File: config.mk
export PLATFORM = sky130hd
export DESIGN_NAME = fetch_top
export DESIGN_NICKNAME = d
export VERILOG_FILES = /design/src/hw/fetch_pkg.sv /design/src/hw/fetch_predecode.sv /design/src/hw/fetch_apb_requester.sv /design/src/hw/fetch_sequencer.sv /design/src/hw/fetch_result_buffer.sv /design/src/hw/fetch_top.sv
export SDC_FILE = /design/constraint.sdc
export NUM_CORES = 1
export LEC_CHECK = 0
export BUFFER_PORTS_ARGS = -buffer_cell sky130_fd_sc_hd__buf_2
export CORE_UTILIZATION = 45
export CTS_BUF_LIST = sky130_fd_sc_hd__clkbuf_8
export DETAILED_ROUTE_END_ITERATION = 7
export GPL_ROUTABILITY_DRIVEN = 0
export HOLD_SLACK_MARGIN = 0.15
export MAX_ROUTING_LAYER = met4
export PLACE_DENSITY = 0.7
export SLEW_MARGIN = 20
export SYNTH_ARGS = -nofsm -noshare
export SYNTH_HDL_FRONTEND = slang
export SYNTH_SLANG_ARGS = --single-unit
File: constraint.sdc
create_clock -name i_clock -period 5.6 [get_ports i_clock]
set_input_delay 1.4 -clock i_clock [delete_from_list [all_inputs] [get_ports i_clock]]
set_output_delay 1.4 -clock i_clock [all_outputs]
set_load 0.01 [all_outputs]
File: src/hw/fetch_pkg.sv
// Shared fetch types and widths. XLEN and the register index width are fixed for RV32I.
package fetch_pkg;

	localparam int XLEN = 32;
	localparam int REG_INDEX_WIDTH = 5;

	// Major opcodes in the low seven bits of the instruction word
	typedef enum logic [6:0] {
		OPC_OTHER  = 7'b0000000,
		OPC_LOAD   = 7'b0000011,
		OPC_STORE  = 7'b0100011,
		OPC_OP_IMM = 7'b0010011,
		OPC_OP     = 7'b0110011,
		OPC_LUI    = 7'b0110111,
		OPC_AUIPC  = 7'b0010111,
		OPC_JAL    = 7'b1101111,
		OPC_JALR   = 7'b1100111,
		OPC_BRANCH = 7'b1100011,
		OPC_SYSTEM = 7'b1110011,
		// Fused multiply-add family uses the R4 format
		OPC_MADD   = 7'b1000011,
		OPC_MSUB   = 7'b1000111,
		OPC_NMSUB  = 7'b1001011,
		OPC_NMADD  = 7'b1001111
	} opcode_e;

	// What fetch must do after a word
	typedef enum logic [1:0] {
		FLOW_SEQUENTIAL = 2'd0,
		FLOW_WAIT_JUMP  = 2'd1,
		FLOW_WAIT_IRQ   = 2'd2
	} flow_class_e;

	typedef enum logic [1:0] {
		ST_FETCH     = 2'd0,
		ST_WAIT_JUMP = 2'd1,
		ST_WAIT_IRQ  = 2'd2
	} fetch_state_e;

	// Full-word encodings of the system instructions that stop fetch
	localparam logic [XLEN-1:0] INSN_ECALL = 32'h0000_0073;
	localparam logic [XLEN-1:0] INSN_WFI   = 32'h1050_0073;
	localparam logic [XLEN-1:0] INSN_MRET  = 32'h3020_0073;

endpackage

File: src/hw/fetch_predecode.sv
// Purely combinational and covers only the RV32I formats plus R4. SYSTEM words use the I format.
module fetch_predecode (
	input  logic [fetch_pkg::XLEN-1:0]            i_instruction,
	output fetch_pkg::opcode_e                    o_opcode,
	output fetch_pkg::flow_class_e                o_flow,
	output logic [fetch_pkg::REG_INDEX_WIDTH-1:0] o_rs1,
	output logic [fetch_pkg::REG_INDEX_WIDTH-1:0] o_rs2,
	output logic [fetch_pkg::REG_INDEX_WIDTH-1:0] o_rs3,
	output logic [fetch_pkg::REG_INDEX_WIDTH-1:0] o_rd
);
	import fetch_pkg::*;

	logic is_r;
	logic is_i;
	logic is_s;
	logic is_b;
	logic is_u;
	logic is_j;
	logic is_r4;

	// Unknown opcodes collapse to OPC_OTHER
	always_comb begin
		case (i_instruction[6:0])
			OPC_LOAD, OPC_STORE, OPC_OP_IMM, OPC_OP, OPC_LUI, OPC_AUIPC,
			OPC_JAL, OPC_JALR, OPC_BRANCH, OPC_SYSTEM,
			OPC_MADD, OPC_MSUB, OPC_NMSUB, OPC_NMADD: begin
				o_opcode = opcode_e'(i_instruction[6:0]);
			end
			default: begin
				o_opcode = OPC_OTHER;
			end
		endcase
	end

	always_comb begin
		is_r = (o_opcode == OPC_OP);
		is_i = (o_opcode inside {OPC_LOAD, OPC_OP_IMM, OPC_JALR, OPC_SYSTEM});
		is_s = (o_opcode == OPC_STORE);
		is_b = (o_opcode == OPC_BRANCH);
		is_u = (o_opcode inside {OPC_LUI, OPC_AUIPC});
		is_j = (o_opcode == OPC_JAL);
		is_r4 = (o_opcode inside {OPC_MADD, OPC_MSUB, OPC_NMSUB, OPC_NMADD});
	end

	// Indices go to the register file early, so absent fields read as x0
	assign o_rs1 = (is_r | is_i | is_s | is_b | is_r4) ? i_instruction[19:15] : '0;
	assign o_rs2 = (is_r | is_s | is_b | is_r4) ? i_instruction[24:20] : '0;
	assign o_rs3 = is_r4 ? i_instruction[31:27] : '0;
	assign o_rd = (is_r | is_i | is_u | is_j | is_r4) ? i_instruction[11:7] : '0;

	always_comb begin
		if (is_j || is_b || o_opcode == OPC_JALR || i_instruction == INSN_MRET) begin
			// Target unknown here, decode supplies it later
			o_flow = FLOW_WAIT_JUMP;
		end
		else if (i_instruction == INSN_ECALL || i_instruction == INSN_WFI) begin
			o_flow = FLOW_WAIT_IRQ;
		end
		else begin
			o_flow = FLOW_SEQUENTIAL;
		end
	end

endmodule

File: src/hw/fetch_apb_requester.sv
// Read-only APB requester with one transfer at a time. Done, data and error are valid in the PREADY cycle.
module fetch_apb_requester (
	input  logic                       i_clock,
	input  logic                       i_reset,
	input  logic                       i_start,
	input  logic [fetch_pkg::XLEN-1:0] i_address,
	output logic                       o_done,
	output logic [fetch_pkg::XLEN-1:0] o_rdata,
	output logic                       o_error,
	output logic                       o_psel,
	output logic                       o_penable,
	output logic [fetch_pkg::XLEN-1:0] o_paddr,
	input  logic [fetch_pkg::XLEN-1:0] i_prdata,
	input  logic                       i_pready,
	input  logic                       i_pslverr
);
	import fetch_pkg::*;

	logic            r_access;
	logic [XLEN-1:0] r_address;

	// The start cycle is the setup phase
	assign o_psel = i_start | r_access;
	assign o_penable = r_access;
	assign o_paddr = r_access ? r_address : i_address;

	// Word goes straight to the result buffer register
	assign o_done = r_access & i_pready;
	assign o_rdata = i_prdata;
	assign o_error = r_access & i_pslverr;

	always_ff @(posedge i_clock) begin
		if (i_reset) begin
			r_access <= 1'b0;
		end
		else if (i_start) begin
			r_access <= 1'b1;
		end
		else if (r_access && i_pready) begin
			r_access <= 1'b0;
		end
	end

	always_ff @(posedge i_clock) begin
		if (i_start) begin
			r_address <= i_address;
		end
	end

	a_no_start_in_flight: assert property (@(posedge i_clock) disable iff (i_reset)
		i_start |-> !r_access)
		else $error("APB start issued while a transfer is in flight");

	a_addr_stable: assert property (@(posedge i_clock) disable iff (i_reset)
		r_access |-> $stable(o_paddr))
		else $error("APB address changed during the access phase");

endmodule

File: src/hw/fetch_sequencer.sv
// Holds one fetch in flight at most. i_jump is honoured only in ST_WAIT_JUMP and irq edges wait there.
module fetch_sequencer #(
	parameter logic [fetch_pkg::XLEN-1:0] RESET_VECTOR = '0
) (
	input  logic                       i_clock,
	input  logic                       i_reset,
	input  logic                       i_jump,
	input  logic [fetch_pkg::XLEN-1:0] i_jump_pc,
	input  logic                       i_irq_pending,
	input  logic [fetch_pkg::XLEN-1:0] i_irq_pc,
	output logic                       o_irq_dispatched,
	output logic [fetch_pkg::XLEN-1:0] o_irq_epc,
	output logic                       o_start,
	output logic [fetch_pkg::XLEN-1:0] o_address,
	input  logic                       i_done,
	input  logic                       i_error,
	input  fetch_pkg::flow_class_e     i_flow,
	input  logic                       i_room,
	output logic                       o_push,
	output logic [fetch_pkg::XLEN-1:0] o_push_pc,
	output logic                       o_push_fault
);
	import fetch_pkg::*;

	fetch_state_e    state;
	logic [XLEN-1:0] pc;
	logic            in_flight;
	logic            irq_prev;
	logic            irq_latched;
	logic            irq_edge;
	logic            irq_take;

	assign irq_edge = i_irq_pending & ~irq_prev;

	// Never interrupt a transfer, the word would be lost
	assign irq_take = (irq_latched | irq_edge) & ~in_flight
		& (state == ST_FETCH || state == ST_WAIT_IRQ);

	assign o_start = (state == ST_FETCH) & ~in_flight & i_room & ~irq_take;
	assign o_address = pc;

	// PC still points at the word in flight until done
	assign o_push = i_done;
	assign o_push_pc = pc;
	assign o_push_fault = i_error;

	// Edge detect sampler
	always_ff @(posedge i_clock) begin
		irq_prev <= i_irq_pending;
	end

	always_ff @(posedge i_clock) begin
		if (i_reset) begin
			state <= ST_FETCH;
			pc <= RESET_VECTOR;
			in_flight <= 1'b0;
			irq_latched <= 1'b0;
			o_irq_dispatched <= 1'b0;
		end
		else begin
			o_irq_dispatched <= 1'b0;

			if (irq_take) begin
				irq_latched <= 1'b0;
			end
			else if (irq_edge) begin
				irq_latched <= 1'b1;
			end

			if (o_start) begin
				in_flight <= 1'b1;
			end
			else if (i_done) begin
				in_flight <= 1'b0;
			end

			if (irq_take) begin
				o_irq_dispatched <= 1'b1;
				o_irq_epc <= pc;
				pc <= i_irq_pc;
				state <= ST_FETCH;
			end
			else begin
				case (state)
					ST_FETCH: begin
						if (i_done) begin
							pc <= pc + XLEN'(4);
							if (i_error || i_flow == FLOW_WAIT_JUMP) begin
								state <= ST_WAIT_JUMP;
							end
							else if (i_flow == FLOW_WAIT_IRQ) begin
								state <= ST_WAIT_IRQ;
							end
						end
					end
					ST_WAIT_JUMP: begin
						if (i_jump) begin
							pc <= i_jump_pc;
							state <= ST_FETCH;
						end
					end
					ST_WAIT_IRQ: begin
						// Left only through irq_take
						state <= ST_WAIT_IRQ;
					end
					default: begin
						state <= ST_FETCH;
					end
				endcase
			end
		end
	end

	a_push_after_start: assert property (@(posedge i_clock) disable iff (i_reset)
		o_push |-> in_flight)
		else $error("Push without a transfer started earlier");

	a_state_legal: assert property (@(posedge i_clock) disable iff (i_reset)
		state inside {ST_FETCH, ST_WAIT_JUMP, ST_WAIT_IRQ})
		else $error("Fetch sequencer in an illegal state");

endmodule

File: src/hw/fetch_result_buffer.sv
// Two-entry FIFO with registered outputs. A push is visible at o_valid one cycle later.
module fetch_result_buffer (
	input  logic                                  i_clock,
	input  logic                                  i_reset,
	input  logic                                  i_push,
	input  logic [fetch_pkg::XLEN-1:0]            i_pc,
	input  logic [fetch_pkg::XLEN-1:0]            i_instruction,
	input  logic [fetch_pkg::REG_INDEX_WIDTH-1:0] i_rs1,
	input  logic [fetch_pkg::REG_INDEX_WIDTH-1:0] i_rs2,
	input  logic [fetch_pkg::REG_INDEX_WIDTH-1:0] i_rs3,
	input  logic [fetch_pkg::REG_INDEX_WIDTH-1:0] i_rd,
	input  logic                                  i_fault,
	output logic                                  o_room,
	output logic                                  o_valid,
	input  logic                                  i_ready,
	output logic [fetch_pkg::XLEN-1:0]            o_pc,
	output logic [fetch_pkg::XLEN-1:0]            o_instruction,
	output logic [fetch_pkg::REG_INDEX_WIDTH-1:0] o_rs1,
	output logic [fetch_pkg::REG_INDEX_WIDTH-1:0] o_rs2,
	output logic [fetch_pkg::REG_INDEX_WIDTH-1:0] o_rs3,
	output logic [fetch_pkg::REG_INDEX_WIDTH-1:0] o_rd,
	output logic                                  o_fault
);
	import fetch_pkg::*;

	localparam int ENTRY_WIDTH = 2 * XLEN + 4 * REG_INDEX_WIDTH + 1;

	logic [ENTRY_WIDTH-1:0] entries [2];
	logic                   wr_ptr;
	logic                   rd_ptr;
	logic [1:0]             count;
	logic                   pop;

	assign o_valid = (count != 2'd0);
	assign pop = o_valid & i_ready;

	// Room counts the entry being pushed, pops are not credited
	assign o_room = i_push ? (count == 2'd0) : (count != 2'd2);

	assign {o_pc, o_instruction, o_rs1, o_rs2, o_rs3, o_rd, o_fault} = entries[rd_ptr];

	always_ff @(posedge i_clock) begin
		if (i_push) begin
			entries[wr_ptr] <= {i_pc, i_instruction, i_rs1, i_rs2, i_rs3, i_rd, i_fault};
		end
	end

	always_ff @(posedge i_clock) begin
		if (i_reset) begin
			wr_ptr <= 1'b0;
			rd_ptr <= 1'b0;
			count <= 2'd0;
		end
		else begin
			if (i_push) begin
				wr_ptr <= ~wr_ptr;
			end
			if (pop) begin
				rd_ptr <= ~rd_ptr;
			end
			count <= count + 2'(i_push) - 2'(pop);
		end
	end

	a_no_push_full: assert property (@(posedge i_clock) disable iff (i_reset)
		i_push |-> (count != 2'd2))
		else $error("Result buffer pushed while full");

	a_hold_stalled: assert property (@(posedge i_clock) disable iff (i_reset)
		(o_valid && !i_ready) |=> (o_valid && $stable({o_pc, o_instruction, o_rs1,
			o_rs2, o_rs3, o_rd, o_fault})))
		else $error("Result output changed while stalled");

endmodule

File: src/hw/fetch_top.sv
// Fetch front end top. Needs an APB completer for instruction reads and starts at RESET_VECTOR.
module fetch_top #(
	parameter logic [fetch_pkg::XLEN-1:0] RESET_VECTOR = '0
) (
	input  logic                                  i_clock,
	input  logic                                  i_reset,

	// APB requester
	output logic                                  o_psel,
	output logic                                  o_penable,
	output logic [fetch_pkg::XLEN-1:0]            o_paddr,
	input  logic [fetch_pkg::XLEN-1:0]            i_prdata,
	input  logic                                  i_pready,
	input  logic                                  i_pslverr,

	// To decode
	output logic                                  o_valid,
	input  logic                                  i_ready,
	output logic [fetch_pkg::XLEN-1:0]            o_pc,
	output logic [fetch_pkg::XLEN-1:0]            o_instruction,
	output logic [fetch_pkg::REG_INDEX_WIDTH-1:0] o_rs1,
	output logic [fetch_pkg::REG_INDEX_WIDTH-1:0] o_rs2,
	output logic [fetch_pkg::REG_INDEX_WIDTH-1:0] o_rs3,
	output logic [fetch_pkg::REG_INDEX_WIDTH-1:0] o_rd,
	output logic                                  o_fault,

	// Control
	input  logic                                  i_jump,
	input  logic [fetch_pkg::XLEN-1:0]            i_jump_pc,

	// Interrupt
	input  logic                                  i_irq_pending,
	input  logic [fetch_pkg::XLEN-1:0]            i_irq_pc,
	output logic                                  o_irq_dispatched,
	output logic [fetch_pkg::XLEN-1:0]            o_irq_epc
);
	import fetch_pkg::*;

	logic                       start;
	logic [XLEN-1:0]            address;
	logic                       done;
	logic [XLEN-1:0]            rdata;
	logic                       error;
	flow_class_e                flow;
	logic [REG_INDEX_WIDTH-1:0] rs1;
	logic [REG_INDEX_WIDTH-1:0] rs2;
	logic [REG_INDEX_WIDTH-1:0] rs3;
	logic [REG_INDEX_WIDTH-1:0] rd;
	logic                       room;
	logic                       push;
	logic [XLEN-1:0]            push_pc;
	logic                       push_fault;

	fetch_predecode u_predecode (
		.i_instruction (rdata),
		.o_opcode      (),
		.o_flow        (flow),
		.o_rs1         (rs1),
		.o_rs2         (rs2),
		.o_rs3         (rs3),
		.o_rd          (rd)
	);

	fetch_apb_requester u_apb_requester (
		.i_clock   (i_clock),
		.i_reset   (i_reset),
		.i_start   (start),
		.i_address (address),
		.o_done    (done),
		.o_rdata   (rdata),
		.o_error   (error),
		.o_psel    (o_psel),
		.o_penable (o_penable),
		.o_paddr   (o_paddr),
		.i_prdata  (i_prdata),
		.i_pready  (i_pready),
		.i_pslverr (i_pslverr)
	);

	fetch_sequencer #(
		.RESET_VECTOR (RESET_VECTOR)
	) u_sequencer (
		.i_clock          (i_clock),
		.i_reset          (i_reset),
		.i_jump           (i_jump),
		.i_jump_pc        (i_jump_pc),
		.i_irq_pending    (i_irq_pending),
		.i_irq_pc         (i_irq_pc),
		.o_irq_dispatched (o_irq_dispatched),
		.o_irq_epc        (o_irq_epc),
		.o_start          (start),
		.o_address        (address),
		.i_done           (done),
		.i_error          (error),
		.i_flow           (flow),
		.i_room           (room),
		.o_push           (push),
		.o_push_pc        (push_pc),
		.o_push_fault     (push_fault)
	);

	fetch_result_buffer u_result_buffer (
		.i_clock       (i_clock),
		.i_reset       (i_reset),
		.i_push        (push),
		.i_pc          (push_pc),
		.i_instruction (rdata),
		.i_rs1         (rs1),
		.i_rs2         (rs2),
		.i_rs3         (rs3),
		.i_rd          (rd),
		.i_fault       (push_fault),
		.o_room        (room),
		.o_valid       (o_valid),
		.i_ready       (i_ready),
		.o_pc          (o_pc),
		.o_instruction (o_instruction),
		.o_rs1         (o_rs1),
		.o_rs2         (o_rs2),
		.o_rs3         (o_rs3),
		.o_rd          (o_rd),
		.o_fault       (o_fault)
	);

endmodule

After elaboration in Yosys (flattened, before gate mapping)
Memory sizes are Yosys's and may differ from the RTL's. A register that Yosys moved wholly into a read port is not among the register bits.
Index checks and enable logic that the tools add are counted.
{ "word_totals": {"regBits": 107, "mem_bits_rw": 170, "inputBits": 103, "output_inout_bits": 153, "wordCells": 132, "n_memories": 1} }
{ "mem_list": {"columns": ["memory", "depth", "word_bits", "read_ports", "rd_clocked_by_memory_dff", "wr", "line_no", "rtl"], "rows": [
  ["u_result_buffer.entries", 2, 85, 1, 1, 1, "fetch_result_buffer.sv:28", "logic [ENTRY_WIDTH-1:0] entries [2];"]
]} }
{ "classes": {"n_addsub": 3, "n_eq_ne": 41, "mux": 27, "bitwise": 27, "n_reduce_logical": 21} }
{ "ops": {"columns": ["operator", "count"], "rows": [
  ["32-bit 2-to-1 mux", 4],
  ["7-bit equality test, second input constant", 16],
  ["32-bit case mux with 2 select lines", 1],
  ["7-bit by 6-bit equality test with 1-bit output, second input constant", 6],
  ["32-bit by 3-bit adder with 32-bit output, second input constant", 1],
  ["32-bit by 29-bit equality test with 1-bit output, second input constant", 1],
  ["32-bit by 30-bit equality test with 1-bit output, second input constant", 1],
  ["32-bit by 7-bit equality test with 1-bit output, second input constant", 1],
  ["7-bit by 5-bit equality test with 1-bit output, second input constant", 4],
  ["5-bit 2-to-1 mux", 4],
  ["7-bit by 2-bit equality test with 1-bit output, second input constant", 2],
  ["14-bit OR reduction", 1],
  ["2-bit 2-to-1 mux", 6],
  ["1-bit OR", 12],
  ["1-bit 2-to-1 mux", 10],
  ["1-bit bitwise AND", 9],
  ["2-bit nonzero test", 4],
  ["4-bit nonzero test", 2],
  ["7-bit 2-to-1 mux", 1],
  ["1-bit logical OR", 6],
  ["1-bit inverter", 6],
  ["2-bit case mux with 3 select lines", 1],
  ["3-bit AND reduction", 2],
  ["2-bit by 1-bit equality test with 1-bit output, second input constant", 2],
  ["13 further kinds", 16]
]} }

Logic depth before layout (Yosys ltp)
{ "logic_depth": {"ltp_word": 13, "depth_mapped": 9, "mapped_depth_nobuf": 9} }

Cells and area by module
Synthesis repeated with hierarchy kept, for this count alone.
{ "unflattened": {"cells_unflattened": 861, "area_unflattened_um2": 12371.9} }
{ "modules_own_cells": {"columns": ["module", "instances", "cells_per_inst", "area_each_um2"], "rows": [
  ["fetch_result_buffer", 1, 287, 6387.4],
  ["fetch_sequencer", 1, 405, 3792.4],
  ["fetch_apb_requester", 1, 107, 1761.7],
  ["fetch_predecode", 1, 62, 430.4]
]} }

Least setup slack after synthesis
OpenSTA, ideal clock, no wires.
{ "synth_path": {"path_kind": "input to register", "start": "in i_pready", "end": "mem u_result_buffer.entries[0][0] (netlist bit) (enable)", "setup_ns": 0.529, "arrival_time_ns": 5.066, "path_slack_ns": 0.004, "path_stages": 2, "n_path_buf": 0, "cell_sequence": "nand2_1 > nor2_1"} }
{ "synth_via": {"elab_chain_cells": 3} }
{ "synth_rtl": {"columns": ["item", "line_no", "rtl"], "rows": [
  ["from (decl)", "fetch_top.sv:13", "input logic i_pready,"],
  ["1-bit bitwise AND", "fetch_apb_requester.sv:28", "assign o_done = r_access & i_pready;"],
  ["1-bit 2-to-1 mux", "fetch_result_buffer.sv:43", "if (i_push) begin"],
  ["1-bit 2-to-1 mux (implied by the code)", "fetch_result_buffer.sv:44", "entries[wr_ptr] <= {i_pc, i_instruction, i_rs1, i_rs2, i_rs3, i_rd, i_fault};"],
  ["to (decl)", "fetch_result_buffer.sv:28", null]
]} }
No other way between the ends.

Final worst setup path
{ "layout_path": {"start": "in i_irq_pending", "end": "out o_psel"} }
{ "layout_via": {"elab_chain_cells": 7} }
{ "layout_rtl": {"columns": ["item", "line_no", "rtl"], "rows": [
  ["from (decl)", "fetch_top.sv:32", "input logic i_irq_pending,"],
  ["1-bit bitwise AND", "fetch_sequencer.sv:33", "assign irq_edge = i_irq_pending & ~irq_prev;"],
  ["1-bit OR", "fetch_sequencer.sv:36", "assign irq_take = (irq_latched | irq_edge) & ~in_flight"],
  ["1-bit bitwise AND", "fetch_sequencer.sv:36", null],
  ["1-bit bitwise AND", "fetch_sequencer.sv:37", "& (state == ST_FETCH || state == ST_WAIT_IRQ);"],
  ["1-bit inverter", "fetch_sequencer.sv:39", "assign o_start = (state == ST_FETCH) & ~in_flight & i_room & ~irq_take;"],
  ["1-bit bitwise AND", "fetch_sequencer.sv:39", null],
  ["net start", "fetch_top.sv:39", "logic start;"],
  ["1-bit OR", "fetch_apb_requester.sv:23", "assign o_psel = i_start | r_access;"],
  ["to (decl)", "fetch_top.sv:9", "output logic o_psel,"]
]} }
The timed path passes the listed nets, and every way through them passes these cells.

==> results.md <==
- GRT Util Overall: 0.226
- Fmax: 255 MHz
- Full die area: 26400 sq um
- Post-synthesis async set-or-reset flop share: 0
- P_leak: 5.28 nW
- First-pass GRT wire length: 44100 microns
- Post-synth EDFFs: 234
- FF-to-FF path depth: 6
- Residual DRC: 0
- CP required: 4.20 ns
- Hold Path Stages: 0
- Post-Layout Inst Area: 14100 sq um
- Max-slew violations: 0
- FF+latch count, synth: 277
- Commonest cells in the netlist: edfxtp_1 (234), mux2_2 (108), nor2_1 (45)
- Worst vdd ir: 0.000214 V
- Iter 0 DRT Violations: 502
- Share of layout cells above drive strength 1: 0.411
- Grt total ovfl: 0
- Initial Util: 0.459
- Routed len/inst: 20.4 microns
- Post-place setup slack: 1.69 ns
- Post-CTS Setup Inserts: 0
- Slew margin rel.: 0.392
- I/O pin total: 256
- HP Class: register to register
- Worst path arrival time: 2.52 ns
- Synthesized area: 11600 sq um
- Largest net degree at the start of global routing: 74
- Post-cts sizing count: 0
- Cell Rows: 58
- Warning count from the yosys run: 0
- Longest Clk Path Bufs: 3
- Vias per inst: 5.51
- Synth-to-layout area growth: 21.9%
- Max Cap Viol: 0
- CP Launch Type: input pin
- Clk root buf: clkbuf_8
- Final Critical Period: 3.92 ns
- Worst setup skew after layout: 0.0148 ns
- Clk_lat worst skew: 0.54 ns
- Fin nets: 1180
- CTS Hold Buffers Added: 0
- Port Buffers: 255
- Most common cell in the synthesized netlist: edfxtp_1
- Pwr/cell area: 389 nW/um^2
- Vias in the first global route: 7789
- Mean Syn Cell Area: 14.4 sq um
- Fin crit share: 0.699
- Die Wd: 163 microns
- Synth top area share: 0.606
- Prevailing post-synth register cell: edfxtp_1
- Antenna-violating nets left: 0
- Setup_tns: 0 ns
- Crit path max fanout: 3
- Largest cells by area after synthesis: edfxtp_1 (61%), mux2_2 (10%), dfxtp_1 (7.4%)
- Routed WL: 29600 microns
- Worst slew pin tran: 0.911 ns
- Hold WS: 0.529 ns
- Post-synth cell types: 74
- CTS tree: built
- Placed Area: 13200 sq um
- Syn Inst Count: 808
- WS Path Type: input pin to output port
- First-pass iteration count of the detailed router: 5
- Final worst-path setup slack: 1.68 ns
- Clock buffer count from CTS: 46
- CORE AREA: 25300 sq um
- # setup viols final: 0
- CTS clk-pin slew, worst paths: 0.06 ns
- Status: finished, final reports clean
- Die height: 163 microns
- CTS sink count: 277
- RSZ-0062 raised after global routing: false
- Number of fill cells in the layout: 2170
- Post-synthesis sequential area ratio: 0.680
- Vias: 8004
- Initial antenna violation count: 12
- Final Util: 0.560
- Post-synthesis net count: 914
- CP Capture Type: output port
- Final Hold Viols: 0
- Post-DP HPWL: 19300 microns
- Top cell type by total area after synthesis: edfxtp_1
- H-tree depth: 2
## cell families after synthesis
group,count (synthesis),share of synthesized area
muxes,112,0.108
xor gates and xnor gates,11,0.00831
AOI/OAI and AO/OA,143,0.0851
buffers and inverters,65,0.0227
DFF,277,0.680
adders and majority gates,3,0.00324
and+or+nand+nor,197,0.0924
## per-stage QoR
stage	power, mW	std cells
after floorplan	3.36	808
after global placement	3.82	1355
after detailed placement	3.85	1356
after CTS	5.55	1440
after global routing	5.75	1452
final	5.50	1452
## final cells by class
class / count / area [sq um] / area share
Antenna cell: 12 / 30.0 / 0.00212
Timing Repair Buffer: 266 / 1380 / 0.0978
Tap cell: 330 / 413 / 0.0292
Clock inverter: 38 / 245 / 0.0173
Inverter: 17 / 63.8 / 0.00451
Multi-Input combinational cell: 466 / 3480 / 0.246
Clock buffer: 46 / 633 / 0.0448
Sequential cell: 277 / 7890 / 0.558
## cell usage in the layout (no fill, tap or decap), types with 5 or more instances in the layout
cell type,n
a31oi_1,6
a21oi_1,25
o21a_1,6
nor3_1,16
nand2_1,43
clkinv_2,6
nand2b_1,6
buf_2,255
inv_1,31
edfxtp_1,234
nand3_1,14
buf_4,9
a311oi_1,5
clkinv_1,11
nor4_1,13
o21ai_0,37
dfxtp_1,41
clkbuf_8,46
o31ai_1,6
nor2_1,43
mux2_2,108
a211oi_1,5
diode_2,12
o221ai_1,8
xnor2_1,8
and2_1,24
## layer usage
metal / track usage / wire length, microns
met1: 0.285 / 12600
met2: 0.363 / 13900
met3: 0.0593 / 2660
met4: 0.0607 / 431
met5: - / 0
## registers in the layout, indices dropped and copies added, names as in the netlist, named ones only
signal	cells
u_result_buffer.entries	170
u_result_buffer.rd_ptr	1
u_apb_requester.r_address	32
u_sequencer.o_irq_dispatched	1
u_sequencer.state	2
u_result_buffer.wr_ptr	1
u_sequencer.irq_prev	1
u_sequencer.in_flight	1
u_sequencer.irq_latched	1
u_sequencer.o_address	32
u_result_buffer.count	2
u_sequencer.o_irq_epc	32
## report_power, final
part	internal, mW	switching [mW]
registers	2.50	0.191
logic	0.500	0.604
clock network	0.911	0.794
## worst max-delay path: stages
cell and delay, ns:
buf_2 0.09, nor2b_1 0.31, nor2_1 0.10, o211a_2 0.19, or2_2 0.29, buf_2 0.14
## final timing paths
kind / slack, ns / start / end
worst max-delay path: 1.68 / i_irq_pending / o_psel
worst max register to register: 2.69 / u_sequencer.state[1]$_SDFFE_PP0P_ / u_sequencer.o_address[26]$_SDFFE_PP0P_
worst min register to register: 0.53 / u_sequencer.o_address[0]$_SDFFE_PP0P_ / u_result_buffer.entries[0][53]$_DFFE_PP_
worst min-delay path: 0.53 / u_sequencer.o_address[0]$_SDFFE_PP0P_ / u_result_buffer.entries[0][53]$_DFFE_PP_
Note: power is estimated with default switching activity, not from simulation.
